## config.mk

```make
export PLATFORM = sky130hd
export DESIGN_NAME = decodeStage
export DESIGN_NICKNAME = d
export VERILOG_FILES = /design/src/common/isaPkg.sv /design/src/common/ctrlPkg.sv /design/src/decoder/specialDecode.sv /design/src/decoder/regimmDecode.sv /design/src/decoder/primaryDecode.sv /design/src/decoder/immExtend.sv /design/src/verilog/decodeStage.sv
export SDC_FILE = /design/constraint.sdc
export NUM_CORES = 1
export LEC_CHECK = 0
export ABC_CLOCK_PERIOD_IN_PS = 2330
export BUFFER_PORTS_ARGS = -buffer_cell sky130_fd_sc_hd__clkbuf_2
export CAP_MARGIN = 20
export CORE_ASPECT_RATIO = 1.25
export CORE_MARGIN = 2
export CORE_UTILIZATION = 50
export CTS_BUF_LIST = sky130_fd_sc_hd__clkbuf_2
export DETAILED_ROUTE_END_ITERATION = 10
export PLACE_DENSITY_LB_ADDON = 0.2
export REMOVE_ABC_BUFFERS = 1
export SLEW_MARGIN = 20
export SYNTH_ARGS = -nofsm -noshare
export SYNTH_HDL_FRONTEND = slang
export SYNTH_SLANG_ARGS = --single-unit
```

## constraint.sdc

```tcl
create_clock -name clk -period 2.33 [get_ports clk]
set_clock_uncertainty 0.05 [all_clocks]
set_input_delay 0.233 -clock clk [delete_from_list [all_inputs] [get_ports clk]]
set_output_delay 0.233 -clock clk [all_outputs]
set_load 0.02 [all_outputs]
```

## src/common/isaPkg.sv

```systemverilog
package isaPkg;

    localparam int wordW = 32;
    localparam int regIdxW = 5;
    localparam int opcodeW = 6;
    localparam int functW = 6;

    localparam logic [regIdxW-1:0] linkReg = 5'd31; // $ra

    // primary opcodes
    localparam logic [opcodeW-1:0]
        opSpecial = 6'h00, opRegimm = 6'h01, opJ = 6'h02, opJal = 6'h03,
        opBeq = 6'h04, opBne = 6'h05, opBlez = 6'h06, opBgtz = 6'h07,
        opAddi = 6'h08, opAddiu = 6'h09, opSlti = 6'h0a, opSltiu = 6'h0b,
        opAndi = 6'h0c, opOri = 6'h0d, opXori = 6'h0e, opLui = 6'h0f,
        opBeql = 6'h14, opBnel = 6'h15, opBlezl = 6'h16, opBgtzl = 6'h17,
        opLb = 6'h20, opLh = 6'h21, opLw = 6'h23, opLbu = 6'h24,
        opLhu = 6'h25, opSb = 6'h28, opSh = 6'h29, opSw = 6'h2b;

    // SPECIAL funct codes
    localparam logic [functW-1:0]
        fnSll = 6'h00, fnSrl = 6'h02, fnSra = 6'h03,
        fnSllv = 6'h04, fnSrlv = 6'h06, fnSrav = 6'h07,
        fnJr = 6'h08, fnJalr = 6'h09,
        fnAdd = 6'h20, fnAddu = 6'h21, fnSub = 6'h22, fnSubu = 6'h23,
        fnAnd = 6'h24, fnOr = 6'h25, fnXor = 6'h26, fnNor = 6'h27,
        fnSlt = 6'h2a, fnSltu = 6'h2b;

    // REGIMM rt codes with link in bit 4, likely in bit 1 and gez in bit 0
    localparam logic [regIdxW-1:0]
        rimmBltz = 5'h00, rimmBgez = 5'h01, rimmBltzl = 5'h02, rimmBgezl = 5'h03,
        rimmBltzal = 5'h10, rimmBgezal = 5'h11,
        rimmBltzall = 5'h12, rimmBgezall = 5'h13;

    typedef union packed {
        struct packed {
            logic [opcodeW-1:0] opcode;
            logic [regIdxW-1:0] rs;
            logic [regIdxW-1:0] rt;
            logic [regIdxW-1:0] rd;
            logic [regIdxW-1:0] shamt;
            logic [functW-1:0] funct;
        } rView;
        struct packed {
            logic [opcodeW-1:0] opcode;
            logic [regIdxW-1:0] rs;
            logic [regIdxW-1:0] rt;
            logic [15:0] imm16;
        } iView;
        struct packed {
            logic [opcodeW-1:0] opcode;
            logic [25:0] target26;
        } jView;
    } instrWord_t;

endpackage

```

## src/common/ctrlPkg.sv

```systemverilog
package ctrlPkg;

    localparam int aluOpW = 4;
    localparam int cmpOpW = 3;
    localparam int grfSrcW = 2;
    localparam int memWidthW = 2;
    localparam int immKindW = 3;

    localparam logic [aluOpW-1:0]
        aluAdd = 4'd0, aluSub = 4'd1, aluAnd = 4'd2, aluOr = 4'd3,
        aluNor = 4'd4, aluXor = 4'd5, aluSll = 4'd6, aluSrl = 4'd7,
        aluSra = 4'd8, aluSlt = 4'd9, aluSltu = 4'd10;

    // 0 means no comparison
    localparam logic [cmpOpW-1:0]
        cmpEq = 3'd1, cmpNe = 3'd2, cmpLtz = 3'd3,
        cmpGez = 3'd4, cmpLez = 3'd5, cmpGtz = 3'd6;

    // register file write source
    localparam logic [grfSrcW-1:0]
        grfNone = 2'd0, grfAlu = 2'd1, grfMem = 2'd2, grfPc = 2'd3;

    localparam logic [memWidthW-1:0]
        memW1 = 2'd1, memW2 = 2'd2, memW4 = 2'd3;

    localparam logic [immKindW-1:0]
        immNone = 3'd0, immSign = 3'd1, immZero = 3'd2,
        immUpper = 3'd3, immShamt = 3'd4, immTarget = 3'd5;

endpackage

```

## src/decoder/specialDecode.sv

```systemverilog
`timescale 1ns/1ps

module specialDecode (
    input  isaPkg::instrWord_t instr,
    output logic [isaPkg::regIdxW-1:0] regRead1,
    output logic [isaPkg::regIdxW-1:0] regRead2,
    output logic [isaPkg::regIdxW-1:0] destReg,
    output logic [ctrlPkg::grfSrcW-1:0] grfSrc,
    output logic [ctrlPkg::aluOpW-1:0] aluOp,
    output logic aluSrc,
    output logic [ctrlPkg::immKindW-1:0] immKind,
    output logic absJump,
    output logic jumpFromReg,
    output logic checkOverflow,
    output logic unknownInstr
);

    logic isArith;
    logic isShiftImm;
    logic isShiftVar;
    logic isJump;

    assign isArith = instr.rView.funct inside {isaPkg::fnAdd, isaPkg::fnAddu,
        isaPkg::fnSub, isaPkg::fnSubu, isaPkg::fnAnd, isaPkg::fnOr, isaPkg::fnNor,
        isaPkg::fnXor, isaPkg::fnSlt, isaPkg::fnSltu};
    assign isShiftImm = instr.rView.funct inside {isaPkg::fnSll, isaPkg::fnSrl, isaPkg::fnSra};
    assign isShiftVar = instr.rView.funct inside {isaPkg::fnSllv, isaPkg::fnSrlv, isaPkg::fnSrav};
    assign isJump = instr.rView.funct inside {isaPkg::fnJr, isaPkg::fnJalr};

    always_comb
    begin
        aluOp = ctrlPkg::aluAdd;
        case (instr.rView.funct)
            isaPkg::fnSub, isaPkg::fnSubu: aluOp = ctrlPkg::aluSub;
            isaPkg::fnAnd:                 aluOp = ctrlPkg::aluAnd;
            isaPkg::fnOr:                  aluOp = ctrlPkg::aluOr;
            isaPkg::fnNor:                 aluOp = ctrlPkg::aluNor;
            isaPkg::fnXor:                 aluOp = ctrlPkg::aluXor;
            isaPkg::fnSlt:                 aluOp = ctrlPkg::aluSlt;
            isaPkg::fnSltu:                aluOp = ctrlPkg::aluSltu;
            isaPkg::fnSll, isaPkg::fnSllv: aluOp = ctrlPkg::aluSll;
            isaPkg::fnSrl, isaPkg::fnSrlv: aluOp = ctrlPkg::aluSrl;
            isaPkg::fnSra, isaPkg::fnSrav: aluOp = ctrlPkg::aluSra;
            default:                       aluOp = ctrlPkg::aluAdd;
        endcase
    end

    // shifts read rt and take a variable amount from rs
    assign regRead1 = (isArith || isJump) ? instr.rView.rs :
                      (isShiftImm || isShiftVar) ? instr.rView.rt : '0;
    assign regRead2 = isArith ? instr.rView.rt :
                      isShiftVar ? instr.rView.rs : '0;

    assign destReg = (isArith || isShiftImm || isShiftVar || instr.rView.funct == isaPkg::fnJalr)
                     ? instr.rView.rd : '0; // jalr links to rd
    assign grfSrc = (instr.rView.funct == isaPkg::fnJalr) ? ctrlPkg::grfPc :
                    (isArith || isShiftImm || isShiftVar) ? ctrlPkg::grfAlu : ctrlPkg::grfNone;

    assign aluSrc = isShiftImm;
    assign immKind = isShiftImm ? ctrlPkg::immShamt : ctrlPkg::immNone;
    assign absJump = isJump;
    assign jumpFromReg = isJump;
    assign checkOverflow = instr.rView.funct inside {isaPkg::fnAdd, isaPkg::fnSub};
    assign unknownInstr = !(isArith || isShiftImm || isShiftVar || isJump);

endmodule

```

## src/decoder/regimmDecode.sv

```systemverilog
`timescale 1ns/1ps

module regimmDecode (
    input  isaPkg::instrWord_t instr,
    output logic [isaPkg::regIdxW-1:0] regRead1,
    output logic [isaPkg::regIdxW-1:0] destReg,
    output logic [ctrlPkg::grfSrcW-1:0] grfSrc,
    output logic [ctrlPkg::immKindW-1:0] immKind,
    output logic [ctrlPkg::cmpOpW-1:0] cmpOp,
    output logic branch,
    output logic branchLikely,
    output logic unknownInstr
);

    logic known;
    logic link;

    assign known = instr.iView.rt inside {isaPkg::rimmBltz, isaPkg::rimmBgez,
        isaPkg::rimmBltzl, isaPkg::rimmBgezl, isaPkg::rimmBltzal, isaPkg::rimmBgezal,
        isaPkg::rimmBltzall, isaPkg::rimmBgezall};
    assign link = known && instr.iView.rt[4];

    assign regRead1 = known ? instr.iView.rs : '0;
    assign destReg = link ? isaPkg::linkReg : '0;
    assign grfSrc = link ? ctrlPkg::grfPc : ctrlPkg::grfNone; // return address
    assign immKind = known ? ctrlPkg::immSign : ctrlPkg::immNone;
    assign cmpOp = !known ? '0 :
                   instr.iView.rt[0] ? ctrlPkg::cmpGez : ctrlPkg::cmpLtz;
    assign branch = known;
    assign branchLikely = known && instr.iView.rt[1];
    assign unknownInstr = !known;

endmodule

```

## src/decoder/primaryDecode.sv

```systemverilog
`timescale 1ns/1ps

module primaryDecode (
    input  isaPkg::instrWord_t instr,
    output logic isSpecial,
    output logic isRegimm,
    output logic [isaPkg::regIdxW-1:0] regRead1,
    output logic [isaPkg::regIdxW-1:0] regRead2,
    output logic [isaPkg::regIdxW-1:0] destReg,
    output logic [ctrlPkg::grfSrcW-1:0] grfSrc,
    output logic [ctrlPkg::aluOpW-1:0] aluOp,
    output logic aluSrc,
    output logic [ctrlPkg::immKindW-1:0] immKind,
    output logic [ctrlPkg::cmpOpW-1:0] cmpOp,
    output logic branch,
    output logic branchLikely,
    output logic absJump,
    output logic jumpFromReg,
    output logic memLoad,
    output logic memStore,
    output logic [ctrlPkg::memWidthW-1:0] memWidth,
    output logic memSignExtend,
    output logic checkOverflow,
    output logic unknownInstr
);

    logic [isaPkg::opcodeW-1:0] op;

    assign op = instr.iView.opcode;

    always_comb
    begin
        isSpecial = 1'b0;
        isRegimm = 1'b0;
        regRead1 = '0;
        regRead2 = '0;
        destReg = '0;
        grfSrc = ctrlPkg::grfNone;
        aluOp = ctrlPkg::aluAdd;
        aluSrc = 1'b0;
        immKind = ctrlPkg::immNone;
        cmpOp = '0;
        branch = 1'b0;
        absJump = 1'b0;
        jumpFromReg = 1'b0; // only SPECIAL jumps use a register
        memLoad = 1'b0;
        memStore = 1'b0;
        memWidth = '0;
        memSignExtend = 1'b0;
        checkOverflow = 1'b0;
        unknownInstr = 1'b0;

        case (op)
            isaPkg::opSpecial: isSpecial = 1'b1;
            isaPkg::opRegimm:  isRegimm = 1'b1;
            isaPkg::opAddi, isaPkg::opAddiu, isaPkg::opSlti, isaPkg::opSltiu,
            isaPkg::opAndi, isaPkg::opOri, isaPkg::opXori, isaPkg::opLui:
            begin
                regRead1 = instr.iView.rs;
                destReg = instr.iView.rt;
                grfSrc = ctrlPkg::grfAlu;
                aluSrc = 1'b1;
                immKind = (op inside {isaPkg::opAndi, isaPkg::opOri, isaPkg::opXori})
                          ? ctrlPkg::immZero
                          : (op == isaPkg::opLui) ? ctrlPkg::immUpper : ctrlPkg::immSign;
                checkOverflow = (op == isaPkg::opAddi);
            end
            isaPkg::opLb, isaPkg::opLh, isaPkg::opLw, isaPkg::opLbu, isaPkg::opLhu:
            begin
                regRead1 = instr.iView.rs;
                destReg = instr.iView.rt;
                grfSrc = ctrlPkg::grfMem;
                aluSrc = 1'b1; // address = rs + offset
                immKind = ctrlPkg::immSign;
                memLoad = 1'b1;
                memSignExtend = (op inside {isaPkg::opLb, isaPkg::opLh});
                checkOverflow = 1'b1;
            end
            isaPkg::opSb, isaPkg::opSh, isaPkg::opSw:
            begin
                regRead1 = instr.iView.rs;
                regRead2 = instr.iView.rt;
                aluSrc = 1'b1;
                immKind = ctrlPkg::immSign;
                memStore = 1'b1;
                checkOverflow = 1'b1;
            end
            isaPkg::opBeq, isaPkg::opBne, isaPkg::opBeql, isaPkg::opBnel,
            isaPkg::opBlez, isaPkg::opBgtz, isaPkg::opBlezl, isaPkg::opBgtzl:
            begin
                regRead1 = instr.iView.rs;
                regRead2 = op[1] ? '0 : instr.iView.rt; // blez/bgtz compare rs alone
                branch = 1'b1;
                immKind = ctrlPkg::immSign;
            end
            isaPkg::opJ, isaPkg::opJal:
            begin
                absJump = 1'b1;
                immKind = ctrlPkg::immTarget;
                if (op == isaPkg::opJal)
                begin
                    grfSrc = ctrlPkg::grfPc;
                    destReg = isaPkg::linkReg;
                end
            end
            default: unknownInstr = 1'b1;
        endcase

        case (op)
            isaPkg::opSlti:                              aluOp = ctrlPkg::aluSlt;
            isaPkg::opSltiu:                             aluOp = ctrlPkg::aluSltu;
            isaPkg::opAndi:                              aluOp = ctrlPkg::aluAnd;
            isaPkg::opOri:                               aluOp = ctrlPkg::aluOr;
            isaPkg::opXori:                              aluOp = ctrlPkg::aluXor;
            isaPkg::opLb, isaPkg::opLbu, isaPkg::opSb:   memWidth = ctrlPkg::memW1;
            isaPkg::opLh, isaPkg::opLhu, isaPkg::opSh:   memWidth = ctrlPkg::memW2;
            isaPkg::opLw, isaPkg::opSw:                  memWidth = ctrlPkg::memW4;
            isaPkg::opBeq, isaPkg::opBeql:               cmpOp = ctrlPkg::cmpEq;
            isaPkg::opBne, isaPkg::opBnel:               cmpOp = ctrlPkg::cmpNe;
            isaPkg::opBlez, isaPkg::opBlezl:             cmpOp = ctrlPkg::cmpLez;
            isaPkg::opBgtz, isaPkg::opBgtzl:             cmpOp = ctrlPkg::cmpGtz;
            default:                                     aluOp = ctrlPkg::aluAdd;
        endcase

        branchLikely = branch && op[4]; // likely forms sit at 0x14..0x17
    end

endmodule

```

## src/decoder/immExtend.sv

```systemverilog
`timescale 1ns/1ps

module immExtend (
    input  isaPkg::instrWord_t instr,
    input  logic [ctrlPkg::immKindW-1:0] immKind,
    output logic [isaPkg::wordW-1:0] immediate
);

    always_comb
    begin
        case (immKind)
            ctrlPkg::immSign:   immediate = isaPkg::wordW'($signed(instr.iView.imm16));
            ctrlPkg::immZero:   immediate = isaPkg::wordW'(instr.iView.imm16);
            ctrlPkg::immUpper:  immediate = isaPkg::wordW'({instr.iView.imm16, 16'h0000});
            ctrlPkg::immShamt:  immediate = isaPkg::wordW'(instr.rView.shamt);
            ctrlPkg::immTarget: immediate = isaPkg::wordW'(instr.jView.target26);
            default:            immediate = '0; // immNone
        endcase
    end

endmodule

```

## src/verilog/decodeStage.sv

```systemverilog
`timescale 1ns/1ps

module decodeStage #(
    parameter int implementLikely = 1
) (
    input  logic clk,
    input  logic rstN,
    input  logic inValid,
    output logic inReady,
    input  isaPkg::instrWord_t instruction,
    output logic outValid,
    input  logic outReady,
    output logic [isaPkg::regIdxW-1:0] regRead1,
    output logic [isaPkg::regIdxW-1:0] regRead2,
    output logic [isaPkg::regIdxW-1:0] destReg,
    output logic [ctrlPkg::grfSrcW-1:0] grfSrc,
    output logic [ctrlPkg::aluOpW-1:0] aluOp,
    output logic aluSrc,
    output logic [isaPkg::wordW-1:0] immediate,
    output logic [ctrlPkg::cmpOpW-1:0] cmpOp,
    output logic branch,
    output logic branchLikely,
    output logic absJump,
    output logic jumpFromReg,
    output logic memLoad,
    output logic memStore,
    output logic [ctrlPkg::memWidthW-1:0] memWidth,
    output logic memSignExtend,
    output logic checkOverflow,
    output logic unknownInstr
);

    // unknownInstr is the lsb of the packed word
    localparam int ctrlW = 3 * isaPkg::regIdxW + ctrlPkg::grfSrcW + ctrlPkg::aluOpW
                         + isaPkg::wordW + ctrlPkg::cmpOpW + ctrlPkg::memWidthW + 10;

    logic isSpecial;
    logic isRegimm;
    logic [isaPkg::regIdxW-1:0] pRegRead1, pRegRead2, pDestReg, sRegRead1, sRegRead2;
    logic [isaPkg::regIdxW-1:0] sDestReg, rRegRead1, rDestReg;
    logic [isaPkg::regIdxW-1:0] selRegRead1, selRegRead2, selDestReg;
    logic [ctrlPkg::grfSrcW-1:0] pGrfSrc, sGrfSrc, rGrfSrc, selGrfSrc;
    logic [ctrlPkg::aluOpW-1:0] pAluOp, sAluOp, selAluOp;
    logic [ctrlPkg::immKindW-1:0] pImmKind, sImmKind, rImmKind, selImmKind;
    logic [ctrlPkg::cmpOpW-1:0] pCmpOp, rCmpOp, selCmpOp;
    logic [ctrlPkg::memWidthW-1:0] pMemWidth;
    logic pAluSrc, sAluSrc, pBranch, rBranch, pBranchLikely, rBranchLikely;
    logic pAbsJump, sAbsJump, pJumpFromReg, sJumpFromReg;
    logic pMemLoad, pMemStore, pMemSignExtend;
    logic pCheckOverflow, sCheckOverflow, pUnknown, sUnknown, rUnknown;
    logic selAluSrc, selBranch, selBranchLikely, selAbsJump, selJumpFromReg;
    logic selCheckOverflow, selUnknown;
    logic likelyTrap;
    logic [isaPkg::wordW-1:0] immediateNext;
    logic [ctrlW-1:0] ctrlNext;
    logic [ctrlW-1:0] ctrlReg;

    primaryDecode primaryDecode_inst (
        .instr(instruction), .isSpecial(isSpecial), .isRegimm(isRegimm),
        .regRead1(pRegRead1), .regRead2(pRegRead2), .destReg(pDestReg),
        .grfSrc(pGrfSrc), .aluOp(pAluOp), .aluSrc(pAluSrc), .immKind(pImmKind),
        .cmpOp(pCmpOp), .branch(pBranch), .branchLikely(pBranchLikely),
        .absJump(pAbsJump), .jumpFromReg(pJumpFromReg),
        .memLoad(pMemLoad), .memStore(pMemStore), .memWidth(pMemWidth),
        .memSignExtend(pMemSignExtend), .checkOverflow(pCheckOverflow),
        .unknownInstr(pUnknown)
    );

    specialDecode specialDecode_inst (
        .instr(instruction),
        .regRead1(sRegRead1), .regRead2(sRegRead2), .destReg(sDestReg),
        .grfSrc(sGrfSrc), .aluOp(sAluOp), .aluSrc(sAluSrc), .immKind(sImmKind),
        .absJump(sAbsJump), .jumpFromReg(sJumpFromReg),
        .checkOverflow(sCheckOverflow), .unknownInstr(sUnknown)
    );

    regimmDecode regimmDecode_inst (
        .instr(instruction),
        .regRead1(rRegRead1), .destReg(rDestReg), .grfSrc(rGrfSrc),
        .immKind(rImmKind), .cmpOp(rCmpOp), .branch(rBranch),
        .branchLikely(rBranchLikely), .unknownInstr(rUnknown)
    );

    // primary set is all zero for SPECIAL and REGIMM opcodes
    assign selRegRead1 = isSpecial ? sRegRead1 : isRegimm ? rRegRead1 : pRegRead1;
    assign selRegRead2 = isSpecial ? sRegRead2 : pRegRead2;
    assign selDestReg = isSpecial ? sDestReg : isRegimm ? rDestReg : pDestReg;
    assign selGrfSrc = isSpecial ? sGrfSrc : isRegimm ? rGrfSrc : pGrfSrc;
    assign selAluOp = isSpecial ? sAluOp : pAluOp;
    assign selAluSrc = isSpecial ? sAluSrc : pAluSrc;
    assign selImmKind = isSpecial ? sImmKind : isRegimm ? rImmKind : pImmKind;
    assign selCmpOp = isRegimm ? rCmpOp : pCmpOp;
    assign selBranch = isRegimm ? rBranch : pBranch;
    assign selBranchLikely = isRegimm ? rBranchLikely : pBranchLikely;
    assign selAbsJump = isSpecial ? sAbsJump : pAbsJump;
    assign selJumpFromReg = isSpecial ? sJumpFromReg : pJumpFromReg;
    assign selCheckOverflow = isSpecial ? sCheckOverflow : pCheckOverflow;
    assign selUnknown = isSpecial ? sUnknown : isRegimm ? rUnknown : pUnknown;

    immExtend immExtend_inst (
        .instr(instruction),
        .immKind(selImmKind),
        .immediate(immediateNext)
    );

    // without likely support those branches decode as unknown
    assign likelyTrap = (implementLikely == 0) && selBranchLikely;
    assign ctrlNext = likelyTrap ? ctrlW'(1) :
        {selRegRead1, selRegRead2, selDestReg, selGrfSrc, selAluOp, selAluSrc,
         immediateNext, selCmpOp, selBranch, selBranchLikely, selAbsJump,
         selJumpFromReg, pMemLoad, pMemStore, pMemWidth, pMemSignExtend,
         selCheckOverflow, selUnknown};

    assign inReady = outReady || !outValid;

    always_ff @(posedge clk)
    begin
        if (!rstN)
        begin
            outValid <= 1'b0;
            ctrlReg <= '0;
        end
        else if (inValid && inReady)
        begin
            outValid <= 1'b1; // may replace a word leaving this edge
            ctrlReg <= ctrlNext;
        end
        else if (outReady)
            outValid <= 1'b0;
    end

    assign {regRead1, regRead2, destReg, grfSrc, aluOp, aluSrc, immediate, cmpOp,
            branch, branchLikely, absJump, jumpFromReg, memLoad, memStore, memWidth,
            memSignExtend, checkOverflow, unknownInstr} = ctrlReg;

endmodule

```

* Word-level counts from Yosys, hierarchy flattened *
Memory sizes are Yosys's and may differ from the RTL's.
Cells that the tools add are included.

operators by class
  equality and inequality tests = 56
  mux-type cells = 59
  reduce and logical (&&, ||, !) cells = 44

operator list
  kind                  number
  $pmux W32 S5          1
  $eq A6 B6 Y1 const B  18
  $mux W5               15
  $eq A6 B4 Y1 const B  10
  $eq A6 B3 Y1 const B  7
  $reduce_or A16 Y1     2
  $reduce_or A28 Y1     1
  $eq A6 B2 Y1 const B  4
  $eq A6 B5 Y1 const B  4
  $reduce_or A24 Y1     1
  $reduce_or A8 Y1      3
  $mux W1               21
  $mux W3               7
  $eq A5 B5 Y1 const B  4
  $pmux W4 S5           1
  $pmux W5 S2           2
  $reduce_or A13 Y1     1
  $logic_not A6 Y1      2
  $mux W2               6
  $pmux W2 S3           2
  $pmux W3 S4           1
  $reduce_or A2 Y1      6
  $eq A5 B2 Y1 const B  2
  $reduce_bool A10 Y1   1
  other kinds (17)      37

storage, ports and cells
  flip-flop bits (word level) = 69
  ROM bits = 256
  bits of input ports = 36
  output and inout port bits = 70
  word-level logic and storage cells = 162
  memories kept = 1

memories
  name             depth  bits a word  read ports  clocked after memory_dff  wr ports  line                 text
  (no name shown)  64     4            1           0                         0         specialDecode.sv:33  case (instr.rView.funct)

* Logic depth before layout (Yosys ltp) *
Gate-level depths: netlist of run 1.

  word-level depth = 8
  mapped depth = 9
  depth with buffers taken out = 7

* Cells and area by module *
Synthesis of run 1 repeated with hierarchy kept, for this count alone.

unflattened totals
  cells, all modules = 649
  area total of the unflattened synthesis = 5247.5 um^2

modules (own cells, without submodules)
  module         times used  cells each  area an instance (um^2)  seq. area each (um^2)
  decodeStage    1           355         3223.1                   1381.3
  immExtend      1           103         624.3                    0.0
  specialDecode  1           73          600.6                    0.0
  primaryDecode  1           93          570.5                    0.0
  regimmDecode   1           25          229.0                    0.0

* Worst setup path after synthesis of run 1 *
Ideal clock, no wire load.

  kind = reg2reg
  start point = register outValid
  end point = register ctrlReg[36]
  library setup time = 0.074 ns
  arrival time = 1.895 ns
  data required time = 2.206 ns
  setup slack = 0.311 ns
  stages on the path, launching flop included = 8
  path buffers = 2
  period minus slack after synthesis = 2.019 ns
  cell sequence = dfxtp_1 nand2b_1 clkbuf_1 a21oi_1 clkbuf_1 a222oi_1 a22o_1 a31oi_1

on the way
  longest elaborated chain between the ends = 3

ends and longest elaborated chain
  what                    line                text
  from (decl)             decodeStage.sv:11   output logic outValid,
  from (signal assigned)  decodeStage.sv:120  outValid <= 1'b0;
  from (signal assigned)  decodeStage.sv:125  outValid <= 1'b1;
  from (signal assigned)  decodeStage.sv:129  outValid <= 1'b0;
  $logic_not A1 Y1        decodeStage.sv:114  assign inReady = outReady || !outValid;
  $logic_or A1 B1 Y1      decodeStage.sv:114
  net inReady             decodeStage.sv:9    output logic inReady,
  $logic_and A1 B1 Y1     decodeStage.sv:123  else if (inValid && inReady)
  to (signal assigned)    decodeStage.sv:126  ctrlReg <= ctrlNext;
  to (decl)               decodeStage.sv:56   logic [ctrlW-1:0] ctrlReg;

The timed path passes the listed nets, and every way through them passes these cells.
A chain may end at the register's enable or synchronous reset.

* Final worst setup path of run 1 *
  start point = register outValid
  end point = register ctrlReg[61]

on the way
  longest elaborated chain between the ends = 3

ends and longest elaborated chain
  what                 line
  $logic_not A1 Y1     decodeStage.sv:114
  $logic_or A1 B1 Y1   decodeStage.sv:114
  $logic_and A1 B1 Y1  decodeStage.sv:123

No other way between the ends.

==> impl_metrics.tcl, run 1 <==
set metrics [dict create \
    diodes 0 \
    path_cells "nand2b_1 -> and2_2 -> buf_12 -> o21ai_0 -> a21oi_1 -> dlygate4sd3_1" \
    ys_seq_elements 69 \
    rsz0062_at_grt "no" \
    rows 35 \
    ys_seq_area_share_pct 36.1 \
    core_mm2 0.00740 \
    design_area_mm2 0.00485 \
    dieArea_mm2 0.00837 \
    drtIter0Drc 420 \
    max_freq_mhz 474 \
    routed_wl_mm 12.6 \
    synth_cell_type_count 57 \
    nets 649 \
    clock_latency_ns 0.53 \
    dp_hpwl_mm 8.91 \
    drv_slew 0 \
    synth-async-reset-ratio_pct 0 \
    intPower_uw 1810 \
    drive_above_1_share_pct 25.6 \
    htreeDepth 3 \
    grt_overflow 0 \
    slew_headroom_pct 64.7 \
    cts_made_buffers 9 \
    cts_tree "yes" \
    cpPeakStageDelay_ns 0.55 \
    leakage_uw 0.00199 \
    max_cap_violations 0 \
    gp_congestion 0.995 \
    antenna_found_initial 0 \
    period_minus_slack_ns 2.11 \
    dr_total_vias 4486 \
    initial_core_util_pct 51.7 \
    required_ns 2.80 \
    synth_edf_count 0 \
    power_frac_comb_pct 22.6 \
    swShare_pct 32.9 \
    place_area_mm2 0.00451 \
    finalHoldViolations 1 \
    setup_violations 0 \
    die_w_um 82.2 \
    cp_top_family "buffers and inverters" \
    cp_slowest_cell "dlygate4sd3_1" \
    wl_per_cell_um 17.8 \
    r2r_cells 6 \
    pwr-share-clk_pct 30.1 \
    fp.dieH_um 102 \
    start_kind "flip-flop" \
    peakVddDrop_mv 0.298 \
    grt_first_pass_wirelength_mm 19.7 \
    io_pins 106 \
    port_buffers 105 \
    postSynthCellCount 491 \
    worstPathArrival_ns 2.58 \
    vias_per_cell 6.35 \
    setup_tns_ns 0 \
    drt_first_pass_iters 6 \
    worstPathMaxFanout 50 \
    hp-class "in -> reg" \
    path_clk_slew_ns 0.20 \
    synth_area_mm2 0.00383 \
    hold_slack_ns -0.0107 \
    hold_path_depth 2 \
    grtUsageTotal_pct 30.6 \
    ant_nets 0 \
    status "complete, but fails checks" \
    violations "negative hold slack" \
    clockRootBuffer "clkbuf_2" \
    numClockSinks 69 \
    grt_max_degree 51 \
    worstMarginPinSlew_ns 0.529 \
    crit_buf_inv 2 \
    syn2layout_area_growth_pct 26.7 \
    grt_pass1_vias 4031 \
    net-switching-power_uw 888 \
    syn_area_per_cell_um2 7.79 \
    cp_num_cells 6 \
    critPathKind "reg -> reg" \
    cts_max_path_buffers 2 \
    drc_errors 0 \
    yosys_warnings 0 \
    endpoint_kind "flip-flop" \
    period_share_pct 90.6 \
    synthFlopType "dfxtp_1" \
    power_density_mw_per_mm2 556 \
    pwr-share-seq_pct 47.2 \
]
## power by group through the flow
stage | clock network [uW] | registers (uW) | logic, uW
after global routing | 854 | 1280 | 662
after global placement | 0 | 1300 | 564
after floorplan | 0 | 1360 | 236
final | 813 | 1270 | 611
after detailed placement | 0 | 1300 | 575
after CTS | 809 | 1270 | 603
## synthesized netlist by cell type (2+ instances only)
master | instances | area, um^2
dfxtp_1 | 69 | 1380
nand2_1 | 60 | 225
o21ai_0 | 40 | 200
clkbuf_1 | 34 | 128
a21oi_1 | 31 | 155
nand3_1 | 29 | 145
a31oi_1 | 25 | 156
nor2_1 | 25 | 93.8
a22o_1 | 21 | 184
nor3_1 | 14 | 70.1
inv_1 | 12 | 45.0
a222oi_1 | 10 | 100
nand4_1 | 10 | 62.6
o211ai_1 | 10 | 75.1
buf_2 | 9 | 45.0
a221oi_1 | 7 | 61.3
nand2b_1 | 7 | 43.8
o21a_1 | 7 | 52.6
a22oi_1 | 6 | 45.0
a221o_1 | 5 | 50.1
ha_1 | 4 | 50.1
nor3b_1 | 4 | 30.0
or3_1 | 4 | 25.0
a32o_1 | 3 | 30.0
a211oi_1 | 2 | 15.0
a21o_1 | 2 | 15.0
a2bb2oi_1 | 2 | 17.5
and2_1 | 2 | 12.5
and3_1 | 2 | 12.5
mux2i_1 | 2 | 20.0
nand3b_1 | 2 | 15.0
nor2b_1 | 2 | 12.5
nor4_1 | 2 | 12.5
o2111ai_1 | 2 | 17.5
o22ai_1 | 2 | 12.5
or2_2 | 2 | 12.5
## flip-flops by register name, indices dropped and copies added, names as in the netlist
| register | flops |
|---|---|
| ctrlReg | 68 |
| outValid | 1 |
## through the flow
step | total power (uW) | instances | setup WS, ns | util (%)
2_1_floorplan | 1600 | 446 | -1.24 | -
3_3_place_gp | 1860 | 670 | 0.0774 | 61.0
3_5_place_dp | 1870 | 670 | 0.00438 | 61.0
4_1_cts | 2690 | 706 | 0.250 | 65.5
5_1_grt | 2800 | 706 | 0.0752 | 65.5
6_report | 2700 | 706 | 0.219 | 65.5
## cells by family after synthesis
group	Yosys count	share of synthesized area (%)
muxes	2	0.523
and+or+nand+nor	176	23.0
DFF	69	36.1
buffers and inverters	57	6.08
adders and majority gates	4	1.31
AOI/OAI and AO/OA	183	33.0
## path summary, 6_finish.rpt
| path | from | end | slack (ns) |
|---|---|---|---|
| min | instruction[1] | ctrlReg[15]$_SDFFE_PN0P_ | -0.01 |
| max reg2reg | outValid$_SDFFE_PN0P_ | ctrlReg[61]$_SDFFE_PN0P_ | 0.22 |
| min reg2reg | ctrlReg[6]$_SDFFE_PN0P_ | ctrlReg[6]$_SDFFE_PN0P_ | 0.43 |
| max | outValid$_SDFFE_PN0P_ | ctrlReg[61]$_SDFFE_PN0P_ | 0.22 |
## placed cells by master, fill, tap and decap left out, types with 3 or more instances in the layout
cell / n
a21oi_1: 30
a221o_1: 5
a221oi_1: 7
a222oi_1: 10
a22o_1: 21
a22oi_1: 6
a31oi_1: 25
a32o_1: 3
buf_4: 25
clkbuf_2: 114
dfxtp_1: 69
dlygate4sd3_1: 20
ha_1: 4
inv_1: 12
nand2_1: 60
nand2b_1: 7
nand3_1: 29
nand4_1: 10
nor2_1: 25
nor3_1: 14
nor3b_1: 4
o211ai_1: 10
o21a_1: 7
o21ai_0: 40
or3_1: 4
## final cells by class
| type | count | area (um^2) |
|---|---|---|
| Multi-Input combinational cell | 365 | 2220 |
| Inverter | 12 | 45.0 |
| Tap cell | 92 | 115 |
| Clock buffer | 9 | 45.0 |
| Clock inverter | 7 | 90.1 |
| Timing Repair Buffer | 152 | 953 |
| Fill cell | 658 | 2550 |
| Sequential cell | 69 | 1380 |
## metal layers
| metal | global-route usage [%] | wire, um |
|---|---|---|
| met1 | 37.9 | 5030 |
| met5 | 0 | 0 |
| met4 | 14.4 | 414 |
| met3 | 4.63 | 926 |
| met2 | 51.4 | 6200 |
## what timing repair did
| item | in CTS | in global routing |
|---|---|---|
| endpoints found under the hold margin | 24 | 0 |
| resized for setup | 0 | 0 |
| hold buffers | 20 | 0 |
| setup buffers | 0 | 0 |
Power figures use the tool's default switching activity.
==> run 2: changes to the inputs <==
Settings changed: CORE_ASPECT_RATIO 1.25 to 0.8.
==> run 2 against run 1 <==
The flow now finishes without violations. Power rose by 4.5%. Critical endpoint is now ctrlReg[58]$_SDFFE_PN0P_. Register-to-register slack about the same. Sequential power barely moved. Die area about the same.
==> impl_metrics.tcl, run 2 (synthesis gave the netlist of run 1 again) <==
set metrics [dict create \
    crit_path_start "outValid$_SDFFE_PN0P_" \
    drtIter0Drc 402 \
    hold_end "ctrlReg[64]$_SDFFE_PN0P_" \
    cts_made_buffers 9 \
    gp_congestion 0.974 \
    antenna_found_initial 0 \
    max_cap_violations 0 \
    grt_overflow 0 \
    io_pins 106 \
    max_freq_mhz 473 \
    worstMarginPinSlew_ns 0.553 \
    top_regs "ctrlReg x68, outValid x1" \
    cp_top_family "buffers and inverters" \
    intPower_uw 1920 \
    endpoint_kind "flip-flop" \
    slew_headroom_pct 63.1 \
    grt_pass1_vias 4016 \
    nFillCells 647 \
    min-delay-start "instruction[22]" \
    drv_slew 0 \
    wl_per_cell_um 18.1 \
    ant_nets 0 \
    period_share_pct 90.8 \
    cts_tree "yes" \
    leakage_uw 0.00201 \
    largest_register_ffs 68 \
    drt_first_pass_iters 6 \
    largest_register "ctrlReg" \
    cp_slowest_cell "dlygate4sd3_1" \
    clock_latency_ns 0.52 \
    drc_errors 0 \
    timing.rr.start "outValid$_SDFFE_PN0P_" \
    crit_buf_inv 2 \
    syn2layout_area_growth_pct 27.9 \
    period_minus_slack_ns 2.12 \
    drive_above_1_share_pct 26.0 \
    worstPathMaxFanout 52 \
    final_common_cell "clkbuf_2" \
    rr_endpoint "ctrlReg[58]$_SDFFE_PN0P_" \
    setup_violations 0 \
    dieArea_mm2 0.00837 \
    worstPathArrival_ns 2.57 \
    routed_wl_mm 13.0 \
    swShare_pct 31.9 \
    power_frac_comb_pct 21.9 \
    required_ns 2.78 \
    start_kind "flip-flop" \
    critPathKind "reg -> reg" \
    core_mm2 0.00739 \
    path_clk_slew_ns 0.20 \
    finalHoldViolations 0 \
    hold_path_depth 3 \
    clockRootBuffer "clkbuf_2" \
    path_cells "nand2b_1 -> and2_2 -> buf_12 -> o21ai_0 -> a21oi_1 -> dlygate4sd3_1" \
    pwr-share-clk_pct 32.9 \
    dr_total_vias 4513 \
    rsz0062_at_grt "no" \
    layout_common_cells "114 x clkbuf_2, 69 x dfxtp_1, 60 x nand2_1" \
    status "completed" \
    hold_slack_ns 0.0284 \
    diodes 0 \
    cpPeakStageDelay_ns 0.56 \
    pwr-share-seq_pct 45.3 \
    vias_per_cell 6.26 \
    grt_max_degree 53 \
    peakVddDrop_mv 0.354 \
    r2r_cells 6 \
    htreeDepth 3 \
    hp-class "in -> reg" \
    net-switching-power_uw 899 \
    initial_core_util_pct 51.8 \
    numClockSinks 69 \
    grtUsageTotal_pct 31.2 \
    power_density_mw_per_mm2 576 \
    dp_hpwl_mm 9.15 \
    die_w_um 102 \
    port_buffers 105 \
    rows 28 \
    grt_first_pass_wirelength_mm 20.3 \
    cts_max_path_buffers 2 \
    r2r_slack_ns 0.21 \
    fin_util_pct 66.2 \
    fp.dieH_um 82.2 \
    nets 652 \
]
## run 2: changes by cell type in the layout (fill, tap and decap cells not counted)
cell           previous run  this run
buf_4                    25        30
clkinv_2                  2         0
buf_12                    2         1
bufinv_16                 2         3
clkinvlp_4                1         0
dlygate4sd3_1            20        19
inv_6                     0         1
## run 2: worst reg2reg max path, stage by stage (launching register included)
cell and delay, ns:
dfxtp_1 0.35, nand2b_1 0.17, and2_2 0.40, buf_12 0.26, o21ai_0 0.15, a21oi_1 0.14
dlygate4sd3_1 0.56
## run 2: layer usage
layer	wire, um	global-route usage [%]	vias up
met5	0	0	-
met4	257	12.6	0
met3	1500	7.91	29
met2	5570	45.1	255
met1	5720	44.3	2123
li1	-	-	2106
## run 2: power groups by stage
stage	clock network, uW	logic (uW)	registers, uW
after CTS	944	605	1270
after global placement	0	569	1300
after floorplan	0	236	1360
after global routing	981	664	1280
after detailed placement	0	578	1300
final	926	616	1280
## run 2: cell type report
cell class	count	area (um^2)	share of cell area [%]
repair buffers	155	961	19.6
clock buffers	9	45.0	0.921
inverters	12	45.0	0.921
clock inverters	6	111	2.28
flip-flops and latches	69	1380	28.2
well taps	105	131	2.69
multi-input cells	365	2220	45.3
## run 2: timing repair
item,CTS,global route
gates resized for setup,0,0
endpoints found under the hold margin,26,0
hold buffers,19,0
buffers inserted,0,0
## run 2: per-stage QoR
stage               setup TNS [ns]  instances  power, uW  setup slack [ns]  area (um^2)
finish                           0        721       2820             0.214         4890
global route                     0        721       2930            0.0965         4890
detailed placement          -0.299        687       1880           -0.0484         4550
global placement                 0        687       1870            0.0319         4550
floorplan                   -39.75        446       1600             -1.24         3640
CTS                              0        721       2820             0.262         4890
## run 2: how the worst max path moves through the flow
stage / end / slack [ns] / cells after the start
CTS: ctrlReg[58]$_SDFFE_PN0P_ / 0.26 / 6
floorplan: ctrlReg[14]$_SDFFE_PN0P_ / -1.24 / 5
finish: ctrlReg[58]$_SDFFE_PN0P_ / 0.21 / 6
global placement: ctrlReg[40]$_SDFFE_PN0P_ / 0.03 / 8
detailed placement: ctrlReg[41]$_SDFFE_PN0P_ / -0.05 / 8
global route: ctrlReg[58]$_SDFFE_PN0P_ / 0.1 / 9
